### src/hdl/id_pkg.sv
package id_pkg;

    localparam int XLEN       = 32;
    localparam int REG_ADDR_W = 5;

    typedef logic [XLEN-1:0]       word_t;
    typedef logic [REG_ADDR_W-1:0] reg_addr_t;

    // return address register for JAL, BLTZAL, BGEZAL
    localparam reg_addr_t LINK_REG = 5'd31;

    // major opcodes
    localparam logic [5:0] OP_SPECIAL = 6'h00;
    localparam logic [5:0] OP_REGIMM  = 6'h01;
    localparam logic [5:0] OP_J       = 6'h02;
    localparam logic [5:0] OP_JAL     = 6'h03;
    localparam logic [5:0] OP_BEQ     = 6'h04;
    localparam logic [5:0] OP_BNE     = 6'h05;
    localparam logic [5:0] OP_BLEZ    = 6'h06;
    localparam logic [5:0] OP_BGTZ    = 6'h07;
    localparam logic [5:0] OP_ADDI    = 6'h08;
    localparam logic [5:0] OP_ADDIU   = 6'h09;
    localparam logic [5:0] OP_SLTI    = 6'h0a;
    localparam logic [5:0] OP_SLTIU   = 6'h0b;
    localparam logic [5:0] OP_ANDI    = 6'h0c;
    localparam logic [5:0] OP_ORI     = 6'h0d;
    localparam logic [5:0] OP_XORI    = 6'h0e;
    localparam logic [5:0] OP_LUI     = 6'h0f;
    localparam logic [5:0] OP_LB      = 6'h20;
    localparam logic [5:0] OP_LH      = 6'h21;
    localparam logic [5:0] OP_LW      = 6'h23;
    localparam logic [5:0] OP_LBU     = 6'h24;
    localparam logic [5:0] OP_LHU     = 6'h25;
    localparam logic [5:0] OP_SB      = 6'h28;
    localparam logic [5:0] OP_SH      = 6'h29;
    localparam logic [5:0] OP_SW      = 6'h2b;

    // SPECIAL function field
    localparam logic [5:0] FUNC_SLL  = 6'h00;
    localparam logic [5:0] FUNC_SRL  = 6'h02;
    localparam logic [5:0] FUNC_SRA  = 6'h03;
    localparam logic [5:0] FUNC_SLLV = 6'h04;
    localparam logic [5:0] FUNC_SRLV = 6'h06;
    localparam logic [5:0] FUNC_SRAV = 6'h07;
    localparam logic [5:0] FUNC_JR   = 6'h08;
    localparam logic [5:0] FUNC_JALR = 6'h09;
    localparam logic [5:0] FUNC_ADD  = 6'h20;
    localparam logic [5:0] FUNC_ADDU = 6'h21;
    localparam logic [5:0] FUNC_SUB  = 6'h22;
    localparam logic [5:0] FUNC_SUBU = 6'h23;
    localparam logic [5:0] FUNC_AND  = 6'h24;
    localparam logic [5:0] FUNC_OR   = 6'h25;
    localparam logic [5:0] FUNC_XOR  = 6'h26;
    localparam logic [5:0] FUNC_NOR  = 6'h27;
    localparam logic [5:0] FUNC_SLT  = 6'h2a;
    localparam logic [5:0] FUNC_SLTU = 6'h2b;

    // REGIMM rt selector where bit 4 marks the link forms
    localparam reg_addr_t RT_BLTZ   = 5'h00;
    localparam reg_addr_t RT_BGEZ   = 5'h01;
    localparam reg_addr_t RT_BLTZAL = 5'h10;
    localparam reg_addr_t RT_BGEZAL = 5'h11;

    typedef enum logic [4:0] {
        ALU_NOP, ALU_ADD, ALU_SUB, ALU_AND, ALU_OR, ALU_XOR, ALU_NOR,
        ALU_SLT, ALU_SLL, ALU_SRL, ALU_SRA, ALU_MOV, ALU_BAJ,
        ALU_LW, ALU_LB, ALU_LH, ALU_LBU, ALU_LHU, ALU_SW, ALU_SB, ALU_SH
    } alu_op_t;

    typedef enum logic [1:0] {
        MEM_NONE, MEM_LOAD, MEM_STORE
    } mem_kind_t;

    typedef enum logic [3:0] {
        BR_NONE, BR_J, BR_JR, BR_EQ, BR_NE, BR_LEZ, BR_GTZ, BR_LTZ, BR_GEZ
    } branch_kind_t;

    typedef struct packed {
        logic         rd_en1;
        logic         rd_en2;
        reg_addr_t    rd_addr1;
        reg_addr_t    rd_addr2;
        logic         wr_en;
        reg_addr_t    wr_addr;
        alu_op_t      alu_op;
        logic         is_signed;
        word_t        imm;
        branch_kind_t branch;
        logic         invalid;
    } decode_t;

    typedef struct packed {
        logic      wr_en;
        reg_addr_t wr_addr;
        alu_op_t   alu_op;
        logic      is_signed;
        word_t     op1;
        word_t     op2;
        logic      invalid;
    } issue_t;

    localparam issue_t ISSUE_BUBBLE = '{
        wr_en: 1'b0, wr_addr: '0, alu_op: ALU_NOP, is_signed: 1'b0,
        op1: '0, op2: '0, invalid: 1'b0
    };

endpackage

### src/hdl/bypass_if.sv
`timescale 1ns/100ps

interface bypass_if;

    // instruction currently in EX
    logic        ex_wr_en;
    logic [4:0]  ex_wr_addr;
    logic [31:0] ex_wr_data;
    logic [1:0]  ex_mem_kind;

    // instruction currently in MEM
    logic        mem_wr_en;
    logic [4:0]  mem_wr_addr;
    logic [31:0] mem_wr_data;

    modport producer (
        output ex_wr_en, ex_wr_addr, ex_wr_data, ex_mem_kind,
        output mem_wr_en, mem_wr_addr, mem_wr_data
    );

    modport consumer (
        input ex_wr_en, ex_wr_addr, ex_wr_data, ex_mem_kind,
        input mem_wr_en, mem_wr_addr, mem_wr_data
    );

endinterface

### src/hdl/instr_decoder.sv
`timescale 1ns/100ps

module instr_decoder (
    input  id_pkg::word_t   inst_i,
    output id_pkg::decode_t dec_o
);
    import id_pkg::*;

    logic [5:0] opcode;
    logic [5:0] funct;
    reg_addr_t  rs;
    reg_addr_t  rt;
    reg_addr_t  rd;
    reg_addr_t  shamt;
    word_t      imm_sext;
    word_t      imm_zext;

    assign opcode   = inst_i[31:26];
    assign rs       = inst_i[25:21];
    assign rt       = inst_i[20:16];
    assign rd       = inst_i[15:11];
    assign shamt    = inst_i[10:6];
    assign funct    = inst_i[5:0];
    assign imm_sext = {{16{inst_i[15]}}, inst_i[15:0]};
    assign imm_zext = {16'b0, inst_i[15:0]};

    function automatic alu_op_t special_alu(input logic [5:0] f);
        case (f)
            FUNC_ADD, FUNC_ADDU:   return ALU_ADD;
            FUNC_SUB, FUNC_SUBU:   return ALU_SUB;
            FUNC_AND:              return ALU_AND;
            FUNC_OR:               return ALU_OR;
            FUNC_XOR:              return ALU_XOR;
            FUNC_NOR:              return ALU_NOR;
            FUNC_SLT, FUNC_SLTU:   return ALU_SLT;
            FUNC_SLL, FUNC_SLLV:   return ALU_SLL;
            FUNC_SRL, FUNC_SRLV:   return ALU_SRL;
            FUNC_SRA, FUNC_SRAV:   return ALU_SRA;
            default:               return ALU_NOP;
        endcase
    endfunction

    // immediate-form and memory opcodes
    function automatic alu_op_t itype_alu(input logic [5:0] op);
        case (op)
            OP_ADDI, OP_ADDIU: return ALU_ADD;
            OP_SLTI, OP_SLTIU: return ALU_SLT;
            OP_ANDI:           return ALU_AND;
            OP_ORI:            return ALU_OR;
            OP_XORI:           return ALU_XOR;
            OP_LW:             return ALU_LW;
            OP_LB:             return ALU_LB;
            OP_LH:             return ALU_LH;
            OP_LBU:            return ALU_LBU;
            OP_LHU:            return ALU_LHU;
            OP_SW:             return ALU_SW;
            OP_SB:             return ALU_SB;
            OP_SH:             return ALU_SH;
            default:           return ALU_NOP;
        endcase
    endfunction

    always_comb begin
        // anything not matched below stays invalid with all enables low
        dec_o         = '0;
        dec_o.invalid = 1'b1;
        case (opcode)
            OP_SPECIAL: begin
                case (funct)
                    FUNC_ADD, FUNC_ADDU, FUNC_SUB, FUNC_SUBU, FUNC_AND,
                    FUNC_OR, FUNC_XOR, FUNC_NOR, FUNC_SLT, FUNC_SLTU: begin
                        if (shamt == '0) begin
                            dec_o.rd_en1    = 1'b1;
                            dec_o.rd_addr1  = rs;
                            dec_o.rd_en2    = 1'b1;
                            dec_o.rd_addr2  = rt;
                            dec_o.wr_en     = 1'b1;
                            dec_o.wr_addr   = rd;
                            dec_o.alu_op    = special_alu(funct);
                            dec_o.is_signed = funct inside {FUNC_ADD, FUNC_SUB, FUNC_SLT};
                            dec_o.invalid   = 1'b0;
                        end
                    end
                    FUNC_SLL, FUNC_SRL, FUNC_SRA: begin
                        if (rs == '0) begin
                            dec_o.rd_en1   = 1'b1;
                            dec_o.rd_addr1 = rt;
                            dec_o.imm      = {{(XLEN-REG_ADDR_W){1'b0}}, shamt};
                            dec_o.wr_en    = 1'b1;
                            dec_o.wr_addr  = rd;
                            dec_o.alu_op   = special_alu(funct);
                            dec_o.invalid  = 1'b0;
                        end
                    end
                    // variable shifts put the value in op1 and the amount in op2
                    FUNC_SLLV, FUNC_SRLV, FUNC_SRAV: begin
                        if (shamt == '0) begin
                            dec_o.rd_en1   = 1'b1;
                            dec_o.rd_addr1 = rt;
                            dec_o.rd_en2   = 1'b1;
                            dec_o.rd_addr2 = rs;
                            dec_o.wr_en    = 1'b1;
                            dec_o.wr_addr  = rd;
                            dec_o.alu_op   = special_alu(funct);
                            dec_o.invalid  = 1'b0;
                        end
                    end
                    FUNC_JR, FUNC_JALR: begin
                        if (rt == '0 && shamt == '0 && (funct == FUNC_JALR || rd == '0)) begin
                            dec_o.rd_en1   = 1'b1;
                            dec_o.rd_addr1 = rs;
                            dec_o.branch   = BR_JR;
                            dec_o.invalid  = 1'b0;
                            if (funct == FUNC_JALR) begin
                                dec_o.wr_en   = 1'b1;
                                dec_o.wr_addr = rd;
                                dec_o.alu_op  = ALU_BAJ;
                            end
                        end
                    end
                    default: ;
                endcase
            end
            OP_REGIMM: begin
                if (rt inside {RT_BLTZ, RT_BGEZ, RT_BLTZAL, RT_BGEZAL}) begin
                    dec_o.rd_en1   = 1'b1;
                    dec_o.rd_addr1 = rs;
                    dec_o.branch   = rt[0] ? BR_GEZ : BR_LTZ;
                    dec_o.invalid  = 1'b0;
                    if (rt[4]) begin
                        dec_o.wr_en   = 1'b1;
                        dec_o.wr_addr = LINK_REG;
                        dec_o.alu_op  = ALU_BAJ;
                    end
                end
            end
            OP_J, OP_JAL: begin
                dec_o.branch  = BR_J;
                dec_o.invalid = 1'b0;
                if (opcode == OP_JAL) begin
                    dec_o.wr_en   = 1'b1;
                    dec_o.wr_addr = LINK_REG;
                    dec_o.alu_op  = ALU_BAJ;
                end
            end
            OP_BEQ, OP_BNE: begin
                dec_o.rd_en1   = 1'b1;
                dec_o.rd_addr1 = rs;
                dec_o.rd_en2   = 1'b1;
                dec_o.rd_addr2 = rt;
                dec_o.branch   = (opcode == OP_BEQ) ? BR_EQ : BR_NE;
                dec_o.invalid  = 1'b0;
            end
            OP_BLEZ, OP_BGTZ: begin
                if (rt == '0) begin
                    dec_o.rd_en1   = 1'b1;
                    dec_o.rd_addr1 = rs;
                    dec_o.branch   = (opcode == OP_BLEZ) ? BR_LEZ : BR_GTZ;
                    dec_o.invalid  = 1'b0;
                end
            end
            OP_ADDI, OP_ADDIU, OP_SLTI, OP_SLTIU, OP_ANDI, OP_ORI, OP_XORI,
            OP_LW, OP_LB, OP_LH, OP_LBU, OP_LHU: begin
                dec_o.rd_en1    = 1'b1;
                dec_o.rd_addr1  = rs;
                dec_o.wr_en     = 1'b1;
                dec_o.wr_addr   = rt;
                dec_o.imm       = (opcode inside {OP_ANDI, OP_ORI, OP_XORI}) ? imm_zext
                                                                              : imm_sext;
                dec_o.alu_op    = itype_alu(opcode);
                dec_o.is_signed = opcode inside {OP_ADDI, OP_SLTI};
                dec_o.invalid   = 1'b0;
            end
            OP_SW, OP_SB, OP_SH: begin
                dec_o.rd_en1   = 1'b1;
                dec_o.rd_addr1 = rs;
                dec_o.rd_en2   = 1'b1;
                dec_o.rd_addr2 = rt;
                dec_o.imm      = imm_sext;
                dec_o.alu_op   = itype_alu(opcode);
                dec_o.invalid  = 1'b0;
            end
            OP_LUI: begin
                if (rs == '0) begin
                    dec_o.wr_en   = 1'b1;
                    dec_o.wr_addr = rt;
                    dec_o.imm     = {inst_i[15:0], 16'b0};
                    dec_o.alu_op  = ALU_MOV;
                    dec_o.invalid = 1'b0;
                end
            end
            default: ;
        endcase
    end

endmodule

### src/hdl/operand_bypass.sv
`timescale 1ns/100ps

module operand_bypass (
    input  logic              rd_en_i,
    input  id_pkg::reg_addr_t rd_addr_i,
    input  id_pkg::word_t     reg_data_i,
    input  id_pkg::word_t     imm_i,
    bypass_if.consumer        byp,
    output id_pkg::word_t     operand_o
);

    logic ex_hit;
    logic mem_hit;

    assign ex_hit  = byp.ex_wr_en && (byp.ex_wr_addr == rd_addr_i);
    assign mem_hit = byp.mem_wr_en && (byp.mem_wr_addr == rd_addr_i);

    // youngest producer wins
    always_comb begin
        if (!rd_en_i) begin
            operand_o = imm_i;
        end else if (ex_hit) begin
            operand_o = byp.ex_wr_data;
        end else if (mem_hit) begin
            operand_o = byp.mem_wr_data;
        end else begin
            operand_o = reg_data_i;
        end
    end

endmodule

### src/hdl/branch_resolver.sv
`timescale 1ns/100ps

module branch_resolver (
    input  id_pkg::word_t        pc_i,
    input  id_pkg::word_t        inst_i,
    input  id_pkg::branch_kind_t kind_i,
    input  id_pkg::word_t        op1_i,
    input  id_pkg::word_t        op2_i,
    output logic                 taken_o,
    output id_pkg::word_t        target_o
);
    import id_pkg::*;

    word_t pc_plus4;
    word_t jump_target;
    word_t rel_target;
    logic  op1_zero;

    assign pc_plus4    = pc_i + 32'd4;
    assign jump_target = {pc_plus4[31:28], inst_i[25:0], 2'b00};
    assign rel_target  = pc_plus4 + {{14{inst_i[15]}}, inst_i[15:0], 2'b00};
    assign op1_zero    = (op1_i == '0);

    always_comb begin
        case (kind_i)
            BR_J, BR_JR: taken_o = 1'b1;
            BR_EQ:       taken_o = (op1_i == op2_i);
            BR_NE:       taken_o = (op1_i != op2_i);
            BR_LEZ:      taken_o = op1_i[31] || op1_zero;
            BR_GTZ:      taken_o = !op1_i[31] && !op1_zero;
            BR_LTZ:      taken_o = op1_i[31];
            BR_GEZ:      taken_o = !op1_i[31];
            default:     taken_o = 1'b0;
        endcase
    end

    // target reads zero when nothing is taken
    always_comb begin
        if (!taken_o) begin
            target_o = '0;
        end else if (kind_i == BR_J) begin
            target_o = jump_target;
        end else if (kind_i == BR_JR) begin
            target_o = op1_i;
        end else begin
            target_o = rel_target;
        end
    end

endmodule

### src/hdl/id_issue_reg.sv
`timescale 1ns/100ps

module id_issue_reg (
    input  logic            clk,
    input  logic            rst,
    input  id_pkg::decode_t dec_i,
    input  id_pkg::word_t   op1_i,
    input  id_pkg::word_t   op2_i,
    bypass_if.consumer      byp,
    output logic            pause_o,
    output id_pkg::issue_t  issue_o
);
    import id_pkg::*;

    logic ex_load;
    logic hit1;
    logic hit2;

    // load result only exists after MEM, so a reader must wait a cycle
    assign ex_load = (byp.ex_mem_kind == MEM_LOAD);
    assign hit1    = dec_i.rd_en1 && (byp.ex_wr_addr == dec_i.rd_addr1);
    assign hit2    = dec_i.rd_en2 && (byp.ex_wr_addr == dec_i.rd_addr2);
    assign pause_o = ex_load && (hit1 || hit2);

    always_ff @(posedge clk) begin
        if (rst || pause_o) begin
            issue_o <= ISSUE_BUBBLE;
        end else begin
            issue_o.wr_en     <= dec_i.wr_en;
            issue_o.wr_addr   <= dec_i.wr_addr;
            issue_o.alu_op    <= dec_i.alu_op;
            issue_o.is_signed <= dec_i.is_signed;
            issue_o.op1       <= op1_i;
            issue_o.op2       <= op2_i;
            issue_o.invalid   <= dec_i.invalid;
        end
    end

endmodule

### src/hdl/decode_stage.sv
`timescale 1ns/100ps

module decode_stage (
    input  logic              clk,
    input  logic              rst,
    input  id_pkg::word_t     inst_i,
    input  id_pkg::word_t     pc_i,
    input  id_pkg::word_t     reg_data1_i,
    input  id_pkg::word_t     reg_data2_i,
    input  logic              ex_wr_en_i,
    input  id_pkg::reg_addr_t ex_wr_addr_i,
    input  id_pkg::word_t     ex_wr_data_i,
    input  id_pkg::mem_kind_t ex_mem_kind_i,
    input  logic              mem_wr_en_i,
    input  id_pkg::reg_addr_t mem_wr_addr_i,
    input  id_pkg::word_t     mem_wr_data_i,
    output id_pkg::reg_addr_t rd_addr1_o,
    output id_pkg::reg_addr_t rd_addr2_o,
    output logic              rd_en1_o,
    output logic              rd_en2_o,
    output logic              pause_request_o,
    output logic              branch_taken_o,
    output id_pkg::word_t     branch_target_o,
    output logic              wr_en_o,
    output id_pkg::reg_addr_t wr_addr_o,
    output id_pkg::alu_op_t   alu_op_o,
    output logic              signed_o,
    output id_pkg::word_t     op1_o,
    output id_pkg::word_t     op2_o,
    output logic              invalid_o
);
    import id_pkg::*;

    decode_t dec;
    word_t   link_addr;
    word_t   imm_sel;
    word_t   opnd1;
    word_t   opnd2;
    word_t   issue_op1;
    issue_t  issue;
    logic    is_link;

    bypass_if byp ();

    assign byp.ex_wr_en    = ex_wr_en_i;
    assign byp.ex_wr_addr  = ex_wr_addr_i;
    assign byp.ex_wr_data  = ex_wr_data_i;
    assign byp.ex_mem_kind = ex_mem_kind_i;
    assign byp.mem_wr_en   = mem_wr_en_i;
    assign byp.mem_wr_addr = mem_wr_addr_i;
    assign byp.mem_wr_data = mem_wr_data_i;

    instr_decoder u_decoder (
        .inst_i (inst_i),
        .dec_o  (dec)
    );

    // return address rides in the immediate slot
    assign link_addr = pc_i + 32'd8;
    assign is_link   = (dec.alu_op == ALU_BAJ);
    assign imm_sel   = is_link ? link_addr : dec.imm;

    operand_bypass u_opnd1 (
        .rd_en_i    (dec.rd_en1),
        .rd_addr_i  (dec.rd_addr1),
        .reg_data_i (reg_data1_i),
        .imm_i      (imm_sel),
        .byp        (byp),
        .operand_o  (opnd1)
    );

    operand_bypass u_opnd2 (
        .rd_en_i    (dec.rd_en2),
        .rd_addr_i  (dec.rd_addr2),
        .reg_data_i (reg_data2_i),
        .imm_i      (imm_sel),
        .byp        (byp),
        .operand_o  (opnd2)
    );

    // branch compare still sees rs, EX gets the return address
    assign issue_op1 = is_link ? imm_sel : opnd1;

    branch_resolver u_branch (
        .pc_i     (pc_i),
        .inst_i   (inst_i),
        .kind_i   (dec.branch),
        .op1_i    (opnd1),
        .op2_i    (opnd2),
        .taken_o  (branch_taken_o),
        .target_o (branch_target_o)
    );

    id_issue_reg u_issue (
        .clk     (clk),
        .rst     (rst),
        .dec_i   (dec),
        .op1_i   (issue_op1),
        .op2_i   (opnd2),
        .byp     (byp),
        .pause_o (pause_request_o),
        .issue_o (issue)
    );

    assign rd_addr1_o = dec.rd_addr1;
    assign rd_addr2_o = dec.rd_addr2;
    assign rd_en1_o   = dec.rd_en1;
    assign rd_en2_o   = dec.rd_en2;

    assign wr_en_o   = issue.wr_en;
    assign wr_addr_o = issue.wr_addr;
    assign alu_op_o  = issue.alu_op;
    assign signed_o  = issue.is_signed;
    assign op1_o     = issue.op1;
    assign op2_o     = issue.op2;
    assign invalid_o = issue.invalid;

endmodule

### config.mk
export PLATFORM = sky130hd
export DESIGN_NAME = decode_stage
export DESIGN_NICKNAME = d
export VERILOG_FILES = /design/src/hdl/id_pkg.sv /design/src/hdl/bypass_if.sv /design/src/hdl/instr_decoder.sv /design/src/hdl/operand_bypass.sv /design/src/hdl/branch_resolver.sv /design/src/hdl/id_issue_reg.sv /design/src/hdl/decode_stage.sv
export SDC_FILE = /design/constraint.sdc
export NUM_CORES = 1
export LEC_CHECK = 0
export BUFFER_PORTS_ARGS = -buffer_cell sky130_fd_sc_hd__buf_4
export CAP_MARGIN = 20
export CELL_PAD_IN_SITES_DETAIL_PLACEMENT = 0
export CELL_PAD_IN_SITES_GLOBAL_PLACEMENT = 1
export CORE_AREA = 3 3 185 187
export DETAILED_ROUTE_END_ITERATION = 12
export DIE_AREA = 0 0 188 190
export PLACE_DENSITY = 0.81
export SLEW_MARGIN = 15
export SYNTH_ARGS = -nofsm -noshare
export SYNTH_HDL_FRONTEND = slang
export SYNTH_HIERARCHICAL = 1
export SYNTH_SLANG_ARGS = --single-unit
### constraint.sdc
create_clock -name clk -period 7.9 [get_ports clk]
set_clock_uncertainty 0.2 [all_clocks]
set_input_delay 1.185 -clock clk [delete_from_list [all_inputs] [get_ports clk]]
set_output_delay 1.185 -clock clk [all_outputs]
set_load 0.02 [all_outputs]
==> results of run 1 <==
==> repair_timing <==
item                       in CTS  in global routing
resized for setup              14                138
pin swaps                       2                 42
cloned                          0                  3
setup endpoints to repair      33                 33
setup buffers                   0                 26
hold endpoints to repair        0                  0
==> routing by layer <==
layer / global-route usage / part of all wire / vias up
met5: 0 / 0 / -
met4: 0.1079 / 0.037 / 0
met3: 0.05620 / 0.10 / 149
met2: 0.5145 / 0.45 / 976
met1: 0.4292 / 0.41 / 6991
li1: - / - / 6627
==> power by group through the flow <==
stage                     logic [mW]  registers, mW  clock network [mW]
after floorplan                0.424          0.444                   0
after global placement         0.858          0.422                   0
after detailed placement       0.858          0.422                   0
after CTS                      0.867          0.414               0.435
after global routing           0.999          0.415               0.451
final                          0.950          0.414               0.430
==> critical path: cells and delay by family <==
kind	cells	cell delay, ps
AOI/OAI and AO/OA	7	1530
xor gates and xnor gates	1	160
and+or+nand+nor	7	2100
adders and majority gates	1	150
buffers and inverters	9	1290
==> worst max path at each step <==
stage | start | endpoint | slack [ps] | cells past startpoint
after floorplan | inst_i[26] | branch_target_o[30] | 270 | 24
after global placement | inst_i[5] | branch_target_o[6] | -390 | 23
after detailed placement | inst_i[0] | branch_target_o[23] | -410 | 25
after CTS | inst_i[0] | branch_target_o[26] | 7 | 26
after global routing | inst_i[1] | branch_target_o[2] | -50 | 25
final | inst_i[1] | branch_target_o[2] | 100 | 25
==> final cells by class <==
class | instances | area, um^2
Fill cell | 3212 | 15660
Multi-Input combinational cell | 1278 | 9602
Timing Repair Buffer | 594 | 4686
Sequential cell | 77 | 1541
Tap cell | 442 | 553.0
Inverter | 72 | 277.8
Clock buffer | 9 | 225.2
Clock inverter | 7 | 75.07
==> stage by stage <==
stage               area (um^2)    util  power (mW)  hold WS (ps)
global route              16960  0.5199       1.865         984.5
global placement          15710  0.4817       1.281          1350
detailed placement        15710  0.4817       1.280          1347
floorplan                 11400       -      0.8680          1198
CTS                       16070  0.4927       1.716         967.6
finish                    16960  0.5199       1.794         975.8
==> kinds of logic (layout without fill, tap and decap cells) <==
| kind of cell | Yosys count | count (layout) | share of synthesized area |
|---|---|---|---|
| compound gates | 410 | 410 | 0.2736 |
| xor+xnor | 123 | 123 | 0.09650 |
| fa+ha+maj | 48 | 48 | 0.05335 |
| buf+inv | 175 | 682 | 0.08091 |
| flops | 77 | 77 | 0.1353 |
| mux | 73 | 73 | 0.06488 |
| simple gates | 623 | 624 | 0.2955 |
==> placed cells by master, fill, tap and decap left out, types with 14 or more instances in the layout <==
master and n:
buf_4 566, nand2_1 118, nor2_1 115, and2_1 97
nand3_1 84, dfxtp_1 77, xor2_1 74, inv_1 68
a21oi_1 58, mux2i_1 58, a31oi_1 49, xnor2_1 47
o21ai_0 43, ha_1 41, o221ai_2 34, nand4_1 28
nor2b_1 28, a21o_1 24, o21ai_1 21, o211ai_1 17
o21a_1 17, o21ai_2 17, nor3_1 16, or4_1 14
nor4_2 14
==> summary.txt, run 1 <==
Die
  – Chip height: 190 um
  – # rows: 66
  – Starting Density: 0.3494
  – Die extent in x: 188 um
  – Core area: 0.03262 mm^2
  – Die area: 0.03572 mm^2
  – IO Count: 331

Synth
  – Mapped Avg Cell Area: 7.454 um^2
  – Top_reg_cell synth: dfxtp_1
  – Synth Instances: 1529
  – Synth area leader: dfxtp_1
  – Share of the synthesized area in the top cell type: 0.1353
  – #FFs+latches synth: 77
  – Mapped Area: 0.01140 mm^2
  – Ys async rst share: 0
  – Mapped Nets: 1785
  – Yosys cell types: 104
  – Post-synth top cells: 119 x nand2_1, 119 x nor2_1, 97 x and2_1
  – Post-synth EDFFs: 0
  – Seq/Total Area, Yosys: 0.1353
  – Top cells by area, synth: dfxtp_1 14%, mux2i_1 6.1%, xor2_1 5.7%
  – Ys Warns: 6

Route
  – First-pass DRT Iterations: 6
  – Drt total wl: 61160 um
  – Routed Antenna Nets: 0
  – Vias per cell: 5.947
  – DR iter-0 viols: 1523
  – Via count: 14740
  – Routed len/inst: 24.67 um
  – Drc violations: 0

Power and ir drop
  – Psw: 0.7341 mW
  – Sequential share of power: 0.231
  – Power Dens Cells: 105.8 mW/mm^2
  – Logic pwr share: 0.529
  – Worst vdd ir: 0.09734 mV
  – P_leak: 7.455 nW
  – Sw Share: 0.4092
  – Clock share of power: 0.240
  – Internal: 1.060 mW

Run status
  – Outcome: finished clean

STA
  – Slew headroom: 0.2424
  – Final Hold Fails: 0
  – Slew Limit Fails: 0
  – Worst Tran Pin Value: 1133 ps
  – Max Fclk: 128.2 MHz
  – Period utilisation layout: 0.9873
  – Final Setup Violations: 0
  – Setup WS post-layout: 100.5 ps
  – TNS Setup: 0 ps
  – Post-layout min period: 7800 ps

GRT
  – Antenna violations before repair: 0
  – GR Overflow Total: 0
  – Largest net degree at the start of global routing: 68
  – First-pass GRT wire length: 87290 um
  – Vias in the first global route: 13870
  – All-Layer GR Usage: 0.3185

Setup path
  – Arrival time at the worst endpoint: 6410 ps
  – CP Capture Type: output port
  – Crit path largest cell delay: 600 ps
  – Crit Path Category: in2out
  – Max FO, Critical Path: 9
  – Crit-path most repeated cell: buf_4
  – Critical Path Start Type: primary input
  – Req. time, crit path: 6510 ps
  – Cell at the slowest stage of the critical path: or4_4

Worst hold path
  – Hold path endpoint: u_issue/issue_o[70]
  – Hold depth: 3
  – Hold Crit Class: in2reg
  – Hold Crit Start: rst

Clocking
  – CTS Sinks: 77
  – Worst-path clk slew: 60 ps
  – CTS H-tree lvls: 3
  – Max Root-Sink Buffers: 2
  – CTS tree: built
  – Post-CTS Hold Buffers: 0
  – Root Buffer Master: clkbuf_16
  – Total CTS buffers: 9

Placement
  – Pre-CTS WS: -410.0 ps
  – Routability cong.: 1.033
  – Dpl hpwl: 49520 um
  – Placed insts: 2435
  – I/O Buffers: 330

Layout
  – Top flop regs: u_issue/issue_o (77)
  – Top reg by flops: u_issue/issue_o
  – Final antenna diode count: 0
  – Layout net count: 2288
  – Non-Filler Instances: 2479
  – Share of cells above drive strength 1: 0.3947
  – Area Growth Syn to Fin: 48.81%
  – Max reg flops: 77

Flow run
  – Max-cap violations: 0
No activity file was read; power rests on OpenSTA's default activity.
==> run 2, diff against run 1 <==
CELL_PAD_IN_SITES_DETAIL_PLACEMENT = not set   (was 0)
CELL_PAD_IN_SITES_GLOBAL_PLACEMENT = not set   (was 1)
CTS_BUF_LIST = sky130_fd_sc_hd__clkbuf_4   (was not set)
PLACE_DENSITY = 0.62   (was 0.81)
REMOVE_ABC_BUFFERS = 1   (was not set)
==> summary.txt, run 2 (synthesis results as in run 1) <==
Run status
  – Outcome: finished clean

GRT
  – Largest net degree at the start of global routing: 78
  – Antenna violations before repair: 1
  – Vias in the first global route: 13260
  – First-pass GRT wire length: 82200 um
  – All-Layer GR Usage: 0.2965
  – GR Overflow Total: 0

Die
  – IO Count: 331
  – Die area: 0.03572 mm^2
  – Chip height: 190 um
  – Die extent in x: 188 um
  – Starting Density: 0.3494
  – # rows: 66
  – Core area: 0.03262 mm^2

Route
  – Via count: 14270
  – Routed len/inst: 24.06 um
  – Routed Antenna Nets: 0
  – Drt total wl: 58380 um
  – First-pass DRT Iterations: 6
  – DR iter-0 viols: 1671
  – Vias per cell: 5.883
  – Drc violations: 0

Layout
  – Most frequent cells in the layout: 506 x buf_4, 119 x nand2_1, 117 x nor2_1, 97 x and2_1, 85 x nand3_1
  – Top flop regs: u_issue/issue_o (77)
  – Top reg by flops: u_issue/issue_o
  – Leading cell type in the layout, fill and taps excluded: buf_4
  – Layout net count: 2235
  – Max reg flops: 77
  – Share of cells above drive strength 1: 0.3782
  – Area Growth Syn to Fin: 45.22%

STA
  – Post-layout min period: 7829 ps
  – Worst Tran Pin Value: 1199 ps
  – Max Fclk: 127.7 MHz
  – Final Setup Violations: 0
  – Worst hold slack: 873.3 ps
  – Final Hold Fails: 0
  – Slew Limit Fails: 0
  – Setup WS post-layout: 70.58 ps
  – Slew headroom: 0.1891
  – TNS Setup: 0 ps
  – Period utilisation layout: 0.9911

Clocking
  – CTS H-tree lvls: 3
  – Root Buffer Master: clkbuf_4
  – CTS Sinks: 77
  – Total CTS buffers: 9
  – Max Root-Sink Buffers: 2
  – Worst-path clk slew: 120 ps
  – CTS tree: built
  – Post-CTS Hold Buffers: 0

Setup path
  – Critical Path Start Type: primary input
  – CP Capture Type: output port
  – Req. time, crit path: 6510 ps
  – Arrival time at the worst endpoint: 6440 ps
  – Max FO, Critical Path: 15
  – Crit Path Category: in2out

Placement
  – Routability cong.: 0.9765
  – Pre-CTS WS: -223.6 ps
  – I/O Buffers: 330
  – Dpl hpwl: 45580 um

Power and ir drop
  – Pwr Total: 1.563 mW
  – Worst vdd ir: 0.06056 mV
  – Power Dens Cells: 94.43 mW/mm^2
  – P_leak: 7.167 nW

Flow run
  – Max-cap violations: 0

Worst hold path
  – Hold Crit Start: pc_i[1]
  – Hold depth: 4
  – Hold Crit Class: in2reg
  – Hold path endpoint: u_issue/issue_o[34]
[run 2: cell count changes in the layout (fill, tap and decap cells not counted), sizes merged]
cell	before	now
clkinv	2	3
buf	593	536
clkinvlp	3	2
clkbuf	10	14
diode	0	1
bufinv	1	0
[run 2: worst max-delay path by stage]
stage / startpoint / endpoint / slack, ps / cells after the start
2_1_floorplan: inst_i[26] / branch_target_o[30] / -6610 / 21
3_3_place_gp: inst_i[0] / branch_target_o[11] / -140 / 26
3_5_place_dp: inst_i[0] / branch_target_o[11] / -220 / 26
4_1_cts: inst_i[0] / branch_target_o[26] / 4 / 26
5_1_grt: inst_i[26] / branch_target_o[31] / -80 / 26
6_report: inst_i[0] / branch_target_o[2] / 70 / 28
[run 2: power breakdown]
part,switching [mW],internal [mW],total (mW)
combinational,0.525,0.395,0.920
clock,0.167,0.0629,0.229
sequential,0.00661,0.407,0.414
total,0.698,0.865,1.56
[run 2: routing by layer]
layer / vias up / wire length, um / part of all wire / GRT usage
li1: 6522 / - / - / -
met1: 6756 / 23830 / 0.41 / 0.3933
met2: 840 / 26460 / 0.45 / 0.4756
met3: 155 / 5245 / 0.090 / 0.05436
met4: 0 / 2844 / 0.049 / 0.1206
met5: - / 0 / 0 / 0
[run 2: area by class of cell]
cell class	instances	area (um^2)
sequential	77	1541
antenna	1	2.502
inverter	72	279.0
fill	3199	16070
tap	442	553.0
timing repair buffer	541	4365
clock inverter	6	38.79
multi-input combinational	1278	9703
clock buffer	9	67.56
[run 2: repair_timing]
item                                    4_1_cts  5_1_grt
gates cloned                                  0        6
pin swaps                                     1       50
setup buffers                                 3       37
endpoints found under the setup margin       32       33
gates resized for setup                       6      153
endpoints found under the hold margin         0        0
[run 2: through the flow]
stage,cells,cell area [um^2],utilization
global route,2426,16550,0.5074
floorplan,1426,10750,-
global placement,2366,15190,0.4656
finish,2426,16550,0.5074
detailed placement,2366,15190,0.4656
CTS,2384,15340,0.4703
[run 2: worst max-delay path: stages]
cell       delay [ps]
buf_4             140
inv_4              70
ha_2              180
nor4b_1            50
or4b_4            570
a31oi_4           230
o21ai_4           110
o211ai_1          240
nand2_1           110
buf_4             150
nor4_4            280
buf_4             170
buf_12            150
buf_4             150
a31oi_1           160
nor2b_1           190
a31oi_1           170
o21ai_2           150
nor4_2            340
nand4_1           150
nor2_1            140
mux2i_1           200
o2111ai_1         130
a32o_2            340
buf_6             160
a311oi_2          210
buf_4             180
buf_4             140
